[config.mk]
export PLATFORM = sky130hd
export DESIGN_NAME = cpu
export DESIGN_NICKNAME = d
export VERILOG_FILES = /design/src/logic/cpu_pkg.sv /design/src/logic/alu.sv /design/src/logic/control_unit.sv /design/src/logic/cpu.sv /design/src/logic/datapath.sv /design/src/logic/register_file.sv
export SDC_FILE = /design/constraint.sdc
export NUM_CORES = 1
export LEC_CHECK = 0
export BUFFER_PORTS_ARGS = -buffer_cell sky130_fd_sc_hd__buf_2
export CORE_ASPECT_RATIO = 0.9
export CORE_MARGIN = 1
export CORE_UTILIZATION = 25
export DETAILED_ROUTE_END_ITERATION = 7
export GPL_ROUTABILITY_DRIVEN = 0
export MAX_ROUTING_LAYER = met4
export SLEW_MARGIN = 20
export SYNTH_ARGS = -nofsm -noshare
export SYNTH_HDL_FRONTEND = slang
export SYNTH_HIERARCHICAL = 1
export SYNTH_SLANG_ARGS = --single-unit
[constraint.sdc]
create_clock -name clk -period 5.7 [get_ports clk]
set_clock_uncertainty 0.05 [all_clocks]
set_input_delay 0.285 -clock clk [delete_from_list [all_inputs] [get_ports clk]]
set_output_delay 0.285 -clock clk [all_outputs]
set_load 0.01 [all_outputs]
[src/logic/cpu_pkg.sv]
`default_nettype none

package cpu_pkg;

	// data and address width
	localparam int word_width = 16;

	// architectural registers
	localparam int reg_count = 4;

	// instruction bits 15 to 12
	typedef enum logic [3:0] {
		op_bne = 4'd0,
		op_beq = 4'd1,
		op_bgz = 4'd2,
		op_blz = 4'd3,
		op_adi = 4'd4,
		op_ori = 4'd5,
		op_lhi = 4'd6,
		op_lwd = 4'd7,
		op_swd = 4'd8,
		op_jmp = 4'd9,
		op_jal = 4'd10,
		op_rtype = 4'd15
	} opcode_e;

	// r-type function field, bits 5 to 0
	typedef enum logic [5:0] {
		fn_add = 6'd0,
		fn_sub = 6'd1,
		fn_and = 6'd2,
		fn_orr = 6'd3,
		fn_not = 6'd4,
		fn_tcp = 6'd5,
		fn_shl = 6'd6,
		fn_shr = 6'd7,
		fn_jpr = 6'd25,
		fn_jrl = 6'd26,
		fn_wwd = 6'd28,
		fn_hlt = 6'd29
	} funct_e;

	// low eight values line up with the arithmetic functs
	typedef enum logic [3:0] {
		alu_add = 4'd0,
		alu_sub = 4'd1,
		alu_and = 4'd2,
		alu_orr = 4'd3,
		alu_not = 4'd4,
		alu_tcp = 4'd5,
		alu_shl = 4'd6,
		alu_shr = 4'd7,
		alu_pass_b = 4'd8,
		alu_cmp = 4'd9
	} alu_op_e;

	typedef enum logic [2:0] {
		st_fetch = 3'd0,
		st_decode = 3'd1,
		st_execute = 3'd2,
		st_memory = 3'd3,
		st_writeback = 3'd4,
		st_halted = 3'd5
	} state_e;

endpackage

`default_nettype wire

[src/logic/alu.sv]
`timescale 1ns/1ps
`default_nettype none

module alu (
	input logic [cpu_pkg::word_width-1:0] a,
	input logic [cpu_pkg::word_width-1:0] b,
	input cpu_pkg::alu_op_e op,
	input cpu_pkg::opcode_e branch_type,
	output logic [cpu_pkg::word_width-1:0] c,
	output logic bcond
);

	localparam int msb = cpu_pkg::word_width - 1;

	always_comb begin
		case (op)
			cpu_pkg::alu_add: c = a + b;
			cpu_pkg::alu_sub: c = a - b;
			cpu_pkg::alu_and: c = a & b;
			cpu_pkg::alu_orr: c = a | b;
			cpu_pkg::alu_not: c = ~a;
			cpu_pkg::alu_tcp: c = ~a + 1'b1;
			cpu_pkg::alu_shl: c = {a[msb-1:0], 1'b0};
			// arithmetic shift, sign bit kept
			cpu_pkg::alu_shr: c = {a[msb], a[msb:1]};
			// lhi, operand b already carries the upper byte
			cpu_pkg::alu_pass_b: c = b;
			cpu_pkg::alu_cmp: c = a - b;
			default: c = '0;
		endcase
	end

	// branch condition on rs and rt, or rs alone for the sign tests
	always_comb begin
		case (branch_type)
			cpu_pkg::op_bne: bcond = (a != b);
			cpu_pkg::op_beq: bcond = (a == b);
			cpu_pkg::op_bgz: bcond = !a[msb] && (a != '0);
			cpu_pkg::op_blz: bcond = a[msb];
			default: bcond = 1'b0;
		endcase
	end

endmodule

`default_nettype wire

[src/logic/control_unit.sv]
`timescale 1ns/1ps
`default_nettype none

module control_unit (
	input logic clk,
	input logic rst_n,
	input cpu_pkg::opcode_e opcode,
	input cpu_pkg::funct_e funct,
	input logic bcond,
	output logic ir_write,
	output logic pc_write,
	output logic pc_write_cond,
	output logic i_or_d,
	output logic mem_read,
	output logic mem_write,
	output logic reg_write,
	output logic mem_to_reg,
	output logic pc_to_reg,
	output logic alu_src_a,
	output logic [1:0] alu_src_b,
	output cpu_pkg::alu_op_e alu_op,
	output logic [1:0] pc_src,
	output logic wwd,
	output logic is_halted,
	output cpu_pkg::state_e state
);

	cpu_pkg::state_e next_state;

	assign is_halted = (state == cpu_pkg::st_halted);

	// next state per instruction class
	always_comb begin
		next_state = cpu_pkg::st_fetch;
		case (state)
			// first fetch after reset waits one cycle for the read strobe
			cpu_pkg::st_fetch: next_state = mem_read ? cpu_pkg::st_decode : cpu_pkg::st_fetch;
			cpu_pkg::st_decode: begin
				if (opcode != cpu_pkg::op_jmp && opcode != cpu_pkg::op_jal) begin
					next_state = cpu_pkg::st_execute;
				end
			end
			cpu_pkg::st_execute: begin
				case (opcode)
					cpu_pkg::op_rtype: begin
						if (funct == cpu_pkg::fn_hlt) begin
							next_state = cpu_pkg::st_halted;
						end else if (funct != cpu_pkg::fn_jpr && funct != cpu_pkg::fn_jrl
								&& funct != cpu_pkg::fn_wwd) begin
							next_state = cpu_pkg::st_writeback;
						end
					end
					cpu_pkg::op_adi, cpu_pkg::op_ori, cpu_pkg::op_lhi:
						next_state = cpu_pkg::st_writeback;
					cpu_pkg::op_lwd, cpu_pkg::op_swd: next_state = cpu_pkg::st_memory;
					default: next_state = cpu_pkg::st_fetch;
				endcase
			end
			cpu_pkg::st_memory: begin
				if (opcode == cpu_pkg::op_lwd) begin
					next_state = cpu_pkg::st_writeback;
				end
			end
			cpu_pkg::st_halted: next_state = cpu_pkg::st_halted;
			default: next_state = cpu_pkg::st_fetch;
		endcase
	end

	// bus strobes follow the state they belong to
	always_ff @(posedge clk) begin
		if (!rst_n) begin
			state <= cpu_pkg::st_fetch;
			mem_read <= 1'b0;
			mem_write <= 1'b0;
		end else begin
			state <= next_state;
			mem_read <= (next_state == cpu_pkg::st_fetch)
				|| (next_state == cpu_pkg::st_memory && opcode == cpu_pkg::op_lwd);
			mem_write <= (next_state == cpu_pkg::st_memory && opcode == cpu_pkg::op_swd);
		end
	end

	always_comb begin
		ir_write = 1'b0;
		pc_write = 1'b0;
		pc_write_cond = 1'b0;
		i_or_d = 1'b0;
		reg_write = 1'b0;
		mem_to_reg = 1'b0;
		pc_to_reg = 1'b0;
		alu_src_a = 1'b0;
		alu_src_b = 2'd0;
		alu_op = cpu_pkg::alu_add;
		pc_src = 2'd0;
		wwd = 1'b0;
		case (state)
			cpu_pkg::st_fetch: begin
				ir_write = mem_read;
				pc_write = mem_read;
			end
			cpu_pkg::st_decode: begin
				// branch target from the incremented pc
				alu_src_b = 2'd1;
				if (opcode == cpu_pkg::op_jmp || opcode == cpu_pkg::op_jal) begin
					pc_write = 1'b1;
					pc_src = 2'd2;
					reg_write = (opcode == cpu_pkg::op_jal);
					pc_to_reg = (opcode == cpu_pkg::op_jal);
				end
			end
			cpu_pkg::st_execute: begin
				alu_src_a = 1'b1;
				case (opcode)
					cpu_pkg::op_rtype: begin
						case (funct)
							cpu_pkg::fn_jpr, cpu_pkg::fn_jrl: begin
								pc_write = 1'b1;
								pc_src = 2'd3;
								reg_write = (funct == cpu_pkg::fn_jrl);
								pc_to_reg = (funct == cpu_pkg::fn_jrl);
							end
							cpu_pkg::fn_wwd: wwd = 1'b1;
							default: alu_op = cpu_pkg::alu_op_e'({1'b0, funct[2:0]});
						endcase
					end
					cpu_pkg::op_adi, cpu_pkg::op_lwd, cpu_pkg::op_swd: alu_src_b = 2'd1;
					cpu_pkg::op_ori: begin
						alu_src_b = 2'd2;
						alu_op = cpu_pkg::alu_orr;
					end
					cpu_pkg::op_lhi: begin
						alu_src_b = 2'd3;
						alu_op = cpu_pkg::alu_pass_b;
					end
					cpu_pkg::op_bne, cpu_pkg::op_beq, cpu_pkg::op_bgz, cpu_pkg::op_blz: begin
						alu_op = cpu_pkg::alu_cmp;
						pc_write_cond = bcond;
						pc_src = 2'd1;
					end
					default: alu_op = cpu_pkg::alu_add;
				endcase
			end
			cpu_pkg::st_memory: i_or_d = 1'b1;
			cpu_pkg::st_writeback: begin
				reg_write = 1'b1;
				mem_to_reg = (opcode == cpu_pkg::op_lwd);
			end
			default: ;
		endcase
	end

endmodule

`default_nettype wire

[src/logic/cpu.sv]
`timescale 1ns/1ps
`default_nettype none

module cpu #(
	parameter logic [cpu_pkg::word_width-1:0] reset_pc = '0
) (
	input logic clk,
	input logic rst_n,
	input logic [cpu_pkg::word_width-1:0] rdata,
	output logic [cpu_pkg::word_width-1:0] address,
	output logic [cpu_pkg::word_width-1:0] wdata,
	output logic [cpu_pkg::word_width-1:0] num_inst,
	output logic [cpu_pkg::word_width-1:0] output_port,
	output logic read_m,
	output logic write_m,
	output logic is_halted
);

	logic ir_write;
	logic pc_write;
	logic pc_write_cond;
	logic i_or_d;
	logic mem_read;
	logic mem_write;
	logic reg_write;
	logic mem_to_reg;
	logic pc_to_reg;
	logic alu_src_a;
	logic [1:0] alu_src_b;
	logic [1:0] pc_src;
	logic wwd;
	logic bcond;
	cpu_pkg::alu_op_e alu_op;
	cpu_pkg::opcode_e opcode;
	cpu_pkg::funct_e funct;
	// visible for bound checks
	cpu_pkg::state_e state;

	control_unit u_control (
		.clk(clk),
		.rst_n(rst_n),
		.opcode(opcode),
		.funct(funct),
		.bcond(bcond),
		.ir_write(ir_write),
		.pc_write(pc_write),
		.pc_write_cond(pc_write_cond),
		.i_or_d(i_or_d),
		.mem_read(mem_read),
		.mem_write(mem_write),
		.reg_write(reg_write),
		.mem_to_reg(mem_to_reg),
		.pc_to_reg(pc_to_reg),
		.alu_src_a(alu_src_a),
		.alu_src_b(alu_src_b),
		.alu_op(alu_op),
		.pc_src(pc_src),
		.wwd(wwd),
		.is_halted(is_halted),
		.state(state)
	);

	datapath #(
		.reset_pc(reset_pc)
	) u_datapath (
		.clk(clk),
		.rst_n(rst_n),
		.ir_write(ir_write),
		.pc_write(pc_write),
		.pc_write_cond(pc_write_cond),
		.i_or_d(i_or_d),
		.mem_read(mem_read),
		.mem_write(mem_write),
		.reg_write(reg_write),
		.mem_to_reg(mem_to_reg),
		.pc_to_reg(pc_to_reg),
		.alu_src_a(alu_src_a),
		.alu_src_b(alu_src_b),
		.alu_op(alu_op),
		.pc_src(pc_src),
		.wwd(wwd),
		.rdata(rdata),
		.opcode(opcode),
		.funct(funct),
		.bcond(bcond),
		.address(address),
		.wdata(wdata),
		.read_m(read_m),
		.write_m(write_m),
		.num_inst(num_inst),
		.output_port(output_port)
	);

endmodule

`default_nettype wire

[src/logic/datapath.sv]
`timescale 1ns/1ps
`default_nettype none

module datapath #(
	parameter logic [cpu_pkg::word_width-1:0] reset_pc = '0
) (
	input logic clk,
	input logic rst_n,
	input logic ir_write,
	input logic pc_write,
	input logic pc_write_cond,
	input logic i_or_d,
	input logic mem_read,
	input logic mem_write,
	input logic reg_write,
	input logic mem_to_reg,
	input logic pc_to_reg,
	input logic alu_src_a,
	input logic [1:0] alu_src_b,
	input cpu_pkg::alu_op_e alu_op,
	input logic [1:0] pc_src,
	input logic wwd,
	input logic [cpu_pkg::word_width-1:0] rdata,
	output cpu_pkg::opcode_e opcode,
	output cpu_pkg::funct_e funct,
	output logic bcond,
	output logic [cpu_pkg::word_width-1:0] address,
	output logic [cpu_pkg::word_width-1:0] wdata,
	output logic read_m,
	output logic write_m,
	output logic [cpu_pkg::word_width-1:0] num_inst,
	output logic [cpu_pkg::word_width-1:0] output_port
);

	localparam int idx_w = $clog2(cpu_pkg::reg_count);
	// return address register for jal and jrl
	localparam logic [idx_w-1:0] link_reg = idx_w'(2);

	logic [cpu_pkg::word_width-1:0] pc;
	logic [cpu_pkg::word_width-1:0] ir;
	logic [cpu_pkg::word_width-1:0] mdr;
	logic [cpu_pkg::word_width-1:0] alu_out;
	logic [cpu_pkg::word_width-1:0] read_out1;
	logic [cpu_pkg::word_width-1:0] read_out2;
	logic [cpu_pkg::word_width-1:0] alu_a;
	logic [cpu_pkg::word_width-1:0] alu_b;
	logic [cpu_pkg::word_width-1:0] alu_c;
	logic [cpu_pkg::word_width-1:0] next_pc;
	logic [cpu_pkg::word_width-1:0] write_data;
	logic [idx_w-1:0] write_reg;

	assign opcode = cpu_pkg::opcode_e'(ir[15:12]);
	assign funct = cpu_pkg::funct_e'(ir[5:0]);

	// operand selection
	assign alu_a = alu_src_a ? read_out1 : pc;
	always_comb begin
		case (alu_src_b)
			2'd0: alu_b = read_out2;
			2'd1: alu_b = {{8{ir[7]}}, ir[7:0]};
			2'd2: alu_b = {8'h00, ir[7:0]};
			default: alu_b = {ir[7:0], 8'h00};
		endcase
	end

	always_comb begin
		case (pc_src)
			2'd0: next_pc = pc + 1'b1;
			2'd1: next_pc = alu_out;
			2'd2: next_pc = {pc[15:12], ir[11:0]};
			default: next_pc = read_out1;
		endcase
	end

	// r-type writes rd, everything else rt
	assign write_reg = pc_to_reg ? link_reg
		: (opcode == cpu_pkg::op_rtype) ? ir[7:6] : ir[9:8];
	assign write_data = pc_to_reg ? pc : (mem_to_reg ? mdr : alu_out);

	assign address = i_or_d ? alu_out : pc;
	assign wdata = read_out2;
	assign read_m = mem_read;
	assign write_m = mem_write;

	always_ff @(posedge clk) begin
		if (!rst_n) begin
			pc <= reset_pc;
			num_inst <= '0;
			output_port <= '0;
		end else begin
			if (pc_write || pc_write_cond) begin
				pc <= next_pc;
			end
			if (ir_write) begin
				num_inst <= num_inst + 1'b1;
			end
			if (wwd) begin
				output_port <= read_out1;
			end
		end
	end

	// branch target stays put while the compare runs
	always_ff @(posedge clk) begin
		if (ir_write) begin
			ir <= rdata;
		end
		mdr <= rdata;
		if (alu_op != cpu_pkg::alu_cmp) begin
			alu_out <= alu_c;
		end
	end

	register_file u_regs (
		.clk(clk),
		.rst_n(rst_n),
		.read1(ir[11:10]),
		.read2(ir[9:8]),
		.write_reg(write_reg),
		.write_data(write_data),
		.reg_write(reg_write),
		.read_out1(read_out1),
		.read_out2(read_out2)
	);

	alu u_alu (
		.a(alu_a),
		.b(alu_b),
		.op(alu_op),
		.branch_type(opcode),
		.c(alu_c),
		.bcond(bcond)
	);

endmodule

`default_nettype wire

[src/logic/register_file.sv]
`timescale 1ns/1ps
`default_nettype none

module register_file (
	input logic clk,
	input logic rst_n,
	input logic [$clog2(cpu_pkg::reg_count)-1:0] read1,
	input logic [$clog2(cpu_pkg::reg_count)-1:0] read2,
	input logic [$clog2(cpu_pkg::reg_count)-1:0] write_reg,
	input logic [cpu_pkg::word_width-1:0] write_data,
	input logic reg_write,
	output logic [cpu_pkg::word_width-1:0] read_out1,
	output logic [cpu_pkg::word_width-1:0] read_out2
);

	logic [cpu_pkg::word_width-1:0] regs [cpu_pkg::reg_count];

	// asynchronous read ports
	assign read_out1 = regs[read1];
	assign read_out2 = regs[read2];

	// no writes land while reset is held
	always_ff @(posedge clk) begin
		if (reg_write && rst_n) begin
			regs[write_reg] <= write_data;
		end
	end

endmodule

`default_nettype wire

==> results of run 1 <==
==> cells by family after synthesis <==
kind of cell | count (synthesis)
AO/OA/AOI/OAI | 289
adder cells (fa/ha/maj) | 52
multiplexers | 122
AND/OR/NAND/NOR | 352
XOR/XNOR | 35
buffers and inverters | 150
flip-flops | 165
==> area by class of cell <==
cell class                      count  area, um2
Timing Repair Buffer              125      768.2
Fill cell                        4766      32280
Sequential cell                   165       4264
Multi-Input combinational cell    850       6670
Clock buffer                       19      454.2
Inverter                           58      217.7
Tap cell                          608      760.7
Clock inverter                     13      140.1
==> routing by layer <==
layer,routed length (um),vias up,track usage,part of all wire
li1,-,4526,-,-
met1,17820,4998,0.2385,0.46
met2,17000,526,0.2425,0.44
met3,3164,40,0.02566,0.082
met4,615,0,0.03595,0.016
met5,0,-,-,0
==> flip-flops by register name, summed over array words and instances, names as in the netlist <==
register                count
u_control/mem_write         1
u_datapath/u_regs/regs     64
u_datapath/output_port     16
u_datapath/ir              16
u_datapath/pc              16
u_datapath/alu_out         16
u_control/state             3
u_datapath/num_inst        16
u_control/mem_read          1
u_datapath/mdr             16
==> per-stage QoR <==
step                hold WS (ns)  area, um2  std cells  worst slack (ns)    util
global route              0.2845      13280       1838           0.01418  0.2914
detailed placement        0.3578      12510       1790            0.4870  0.2746
CTS                       0.2526      13260       1838            0.4404  0.2911
finish                    0.2792      13280       1838            0.4655  0.2914
floorplan                 0.2627      11610       1165            0.9397       -
global placement          0.3544      12510       1790            0.5257  0.2746
==> layout by cell type, fill, tap and decap left out, types with 20 or more instances in the layout <==
cell type,synthesis,routed
dfxtp_1,69,69
inv_1,57,57
mux2i_1,50,50
buf_2,23,84
nand4_1,20,20
edfxtp_1,96,96
a21oi_1,80,80
nand3_1,31,31
ha_1,50,50
o21ai_0,60,59
nor2_1,93,93
buf_4,20,25
mux2_2,34,34
nand2_1,77,77
mux4_2,26,26
==> final timing paths <==
| check | from | to | slack, ns | depth (start not counted) |
|---|---|---|---|---|
| hold / removal | rst_n | u_datapath/pc[6] | 0.28 | 2 |
| hold reg to reg | u_datapath/output_port[10] | u_datapath/output_port[10] | 0.44 | 2 |
| setup reg to reg | u_datapath/ir[13] | u_datapath/pc[12] | 0.47 | 20 |
| setup / recovery | u_datapath/ir[13] | u_datapath/pc[12] | 0.47 | 20 |
==> report_power, final <==
part           switching, mW  total (mW)  internal (mW)
clock                  0.536        1.18          0.641
sequential             0.295        1.84           1.54
combinational           1.96        3.19           1.23
==> what timing repair did <==
item	4_1_cts	5_1_grt
hold buffers	16	0
setup endpoints to repair	0	8
endpoints found under the hold margin	29	0
gates resized for setup	0	1
==> results.md, run 1 <==
- Mapped Cells: 1165
- Worst EP required: 6.02 ns
- Port buffer count: 84
- Post-CTS setup repair buffer count: 0
- Initial Util: 0.2549
- Fmax: 191.0 MHz
- RSZ-0062 raised after global routing: false
- Post-synth EDFFs: 96
- Area growth, synth to finish: 14.34%
- Tot Pwr: 6.204 mW
- Die Span X: 229.2 um
- Yosys top cell area share: 0.2483
- Type of origin of the critical path: register
- Tcrit/Tclk final: 0.9183
- Ys async rst share: 0
- Via count: 10090
- XOR/XNOR Fraction of Synth Area: 0.02705
- Die H: 206.4 um
- Crit path DAT: 5.55 ns
- Drt total wl: 38600 um
- Max-cap violations: 0
- Max stage delay on crit path: 0.58 ns
- CTS H-tree depth: 4
- Slowest CP cell: edfxtp_1
- Status: complete, no violations
- Clock sink total: 165
- Synth top cells by count: 96 x edfxtp_1, 93 x nor2_1, 80 x a21oi_1, 77 x nand2_1, 69 x dfxtp_1
- Min Tclk post-route: 5.234 ns
- Die area: 47310 um2
- Post-DR vias/cell: 5.490
- Synthesized net count: 1235
- WL/cell: 21.00 um
- Max FO, Critical Path: 12
- Setup violators final: 0
- Reg clk slew, reported paths: 0.07 ns
- Top-count cell post-synth: edfxtp_1
- Rows: 74
- Mux contribution to synthesized area: 0.1537
- I/O pin count: 85
- Kind of critical path: reg2reg
- Crit path cell chain: nor4b_2 > nor2_1 > o21ai_0 > a21o_1 > inv_1 > nor2_1 > nand2_1 > o21ai_0 > inv_1 > ha_1 > or4_1 > nor3_1 > xnor2_1 > a21oi_1 > nor3_1 > and3_1 > nor2_1 > buf_4 > or4_1 > o211ai_1
- Final nets: 1287
- Largest net degree at the start of global routing: 36
- Nature of the critical path endpoint: register
- Most used flip-flop cell after synthesis: edfxtp_1
- Adder-Cell Fraction of Synth Area: 0.05733
- Area leader, netlist: edfxtp_1
- Worst-margin pin slew: 1.067 ns
- Initial antenna violation count: 0
- Synth Warn #: 6
- Max Buffers Root-to-Sink: 2
- Final ANT Viol Nets: 0
- Pwr Density: 467.3 nW/um2
- Crit-path leading delay family: simple AND/OR/NAND/NOR gates
- Pins Over Slew Limit: 0
- Vias in the first global route: 9039
- CTS Root Cell: clkbuf_16
- Top cells by area, synth: edfxtp_1 25%, dfxtp_1 12%, ha_1 5.4%
- TritonCTS clock tree: built
- WP buf/inv: 3
- Largest family of logic cells by synthesized area: compound AO/OA/AOI/OAI gates
- Share of cells above drive strength 1: 0.1927
- CORE AREA: 45550 um2
- Yosys reg bits: 165
- Post-synthesis compound-gate area fraction: 0.1675
- Hold crit path type: in2reg
- First-pass GRT wire length: 57980 um
- Distinct cells, synth: 96
- DRT Pass-1 Iters: 6
- Remaining global-route overflow: 0
- Mean Syn Cell Area: 9.966 um2
- Number of antenna diodes: 0
- VDD IR-drop max: 0.2216 mV
- Mapped cell area: 11610 um2
- Inserted Clock Buffers: 17
- TNS Setup: 0 ns
- Critical path's most frequent cell: nor2_1
- Clock Latency Late Sink: 0.45 ns
- DP Wirelength: 28900 um
- Synth Area in Simple Gates: 0.1613
- Fin. Hold Viols: 0
- Initial drt markers: 1428
- Relative slew slack: 0.2854
- Leak Pwr: 4.890 nW
- Seq/Total Area, Yosys: 0.3673
- DRC Markers: 0
- GRT Overall Usage: 0.1656
Note: power is estimated with default switching activity, not from simulation.
==> inputs of run 2 (changes only) <==
- clock period: 5.7 -> 6.7 ns (I/O delays scaled with it)
==> results.md, run 2 (same netlist as run 1, synthesis figures left out) <==
- Inserted Clock Buffers: 17
- DP Wirelength: 28310 um
- Max-cap violations: 0
- Share of cells above drive strength 1: 0.1860
- TritonCTS clock tree: built
- WL/cell: 20.74 um
- TNS Setup: 0 ns
- Kind of critical path: reg2reg
- Met2 wire length: 16800 um
- Top reg by flops: u_datapath/u_regs/regs
- Max FO, Critical Path: 21
- Final ANT Viol Nets: 0
- Post-DR vias/cell: 5.485
- Crit-path leading delay family: simple AND/OR/NAND/NOR gates
- Max Used Layer: met4
- Status: complete, no violations
- Relative slew slack: 0.2433
- Storage cell area: 4264 um2
- Drt total wl: 38060 um
- Initial drt markers: 1229
- Final nets: 1283
- Die area: 47310 um2
- CORE AREA: 45550 um2
- Type of origin of the critical path: register
- Clock Latency Late Sink: 0.44 ns
- DRT Pass-1 Iters: 5
- Wl on met1: 16950 um
- Worst EP required: 6.97 ns
- Clock sink total: 165
- Crit path cell chain: nor4b_1 > nor2_1 > o21ai_0 > a21o_1 > buf_4 > inv_1 > nor2_1 > nand2_1 > o21ai_0 > inv_1 > ha_1 > or4_1 > nor3_1 > xnor2_1 > a21oi_1 > nor3_1 > and3_1 > nor2_1 > buf_4 > or4_1 > nand4_1 > o21ai_0
- RSZ-0062 raised after global routing: false
- DRC Markers: 0
- Worst-margin pin slew: 1.127 ns
- Cell Count, Final, Fillers Out: 1835
- VDD IR-drop max: 0.1819 mV
- Tcrit/Tclk final: 0.8518
- GRT Overall Usage: 0.1624
- Setup violators final: 0
- Crit path DAT: 5.98 ns
- Area growth, synth to finish: 13.96%
- Footprint of the multi-input gates: 6658 um2
- Initial Util: 0.2549
- Pins Over Slew Limit: 0
- CTS Root Cell: clkbuf_16
- First-pass GRT wire length: 56970 um
- Max Buffers Root-to-Sink: 2
- Largest net degree at the start of global routing: 36
- I/O pin count: 85
- Post-Layout Inst Area: 13230 um2
- Commonest non-fill, non-tap cells in the layout: 96 x edfxtp_1, 93 x nor2_1, 84 x buf_2
- Max stage delay on crit path: 0.57 ns
- Pwr Density: 397.6 nW/um2
- DP Cell Count: 1786
- Slowest CP cell: edfxtp_1
- Max reg flops: 64
- DR WL met3: 3515 um
- Port buffer count: 84
- CTS H-tree depth: 4
- Hold crit path type: in2reg
- Leak Pwr: 4.873 nW
- Post-DP Area: 12480 um2
- Rows: 74
- Die Span X: 229.2 um
- Initial antenna violation count: 1
- Post-CTS setup repair buffer count: 0
- Fmax: 175.2 MHz
- Min Tclk post-route: 5.707 ns
- Fin. Hold Viols: 0
- Die H: 206.4 um
- Commonest non-fill, non-tap cell in the layout: edfxtp_1
- Nature of the critical path endpoint: register
- Via count: 10065
- # fillers: 4736
- WP buf/inv: 4
- Remaining global-route overflow: 0
- Vias in the first global route: 9158
- Reg clk slew, reported paths: 0.07 ns
[run 2: metal layers]
layer | global-route usage | up-vias
met1 | 0.2240 | 4986
met5 | - | -
met2 | 0.2365 | 507
li1 | - | 4519
met3 | 0.03794 | 53
met4 | 0.04286 | 0
[run 2: final cells by class]
type / instances / share of cell area
multi-input combinational: 850 / 0.5032
tap: 608 / 0.05750
timing repair buffer: 121 / 0.05580
clock inverter: 14 / 0.01135
sequential: 165 / 0.3223
inverter: 58 / 0.01646
clock buffer: 18 / 0.03319
antenna: 1 / 0.0001891
[run 2: power by group]
part           internal, mW  switching, mW
combinational          1.02           1.67
sequential             1.31          0.259
clock                 0.563          0.432
[run 2: worst paths after layout]
kind | from | end | slack, ns | depth (start not counted)
worst min register to register | u_datapath/num_inst[15] | u_datapath/num_inst[15] | 0.43 | 2
worst min-delay path | rst_n | u_datapath/pc[6] | 0.33 | 2
worst max register to register | u_datapath/ir[12] | u_datapath/pc[10] | 0.99 | 22
worst max-delay path | u_datapath/ir[12] | u_datapath/pc[10] | 0.99 | 22
[run 2: what timing repair did]
item / 4_1_cts / 5_1_grt
hold buffers: 16 / 0
setup endpoints to repair: 0 / 0
hold endpoints to repair: 16 / 0
gates resized for setup: 0 / 0
[run 2: per-stage QoR]
step	power (mW)	hold WS (ns)	worst slack, ns	utilization
floorplan	3.422	0.3127	1.940	-
global placement	4.169	0.4042	1.186	0.2739
detailed placement	4.185	0.4072	1.138	0.2739
CTS	5.206	0.2965	1.109	0.2904
global route	5.519	0.3140	0.6035	0.2904
finish	5.260	0.3255	0.9928	0.2904
[run 2: worst register-to-register path: stages (launching register included)]
cell and delay [ns]:
edfxtp_1 0.57, nor4b_1 0.56, nor2_1 0.07, o21ai_0 0.09, a21o_1 0.16, buf_4 0.24
inv_1 0.14, nor2_1 0.36, nand2_1 0.09, o21ai_0 0.22, inv_1 0.20, ha_1 0.40
or4_1 0.49, nor3_1 0.40, xnor2_1 0.17, a21oi_1 0.08, nor3_1 0.12, and3_1 0.22
nor2_1 0.06, buf_4 0.20, or4_1 0.53, nand4_1 0.10, o21ai_0 0.08
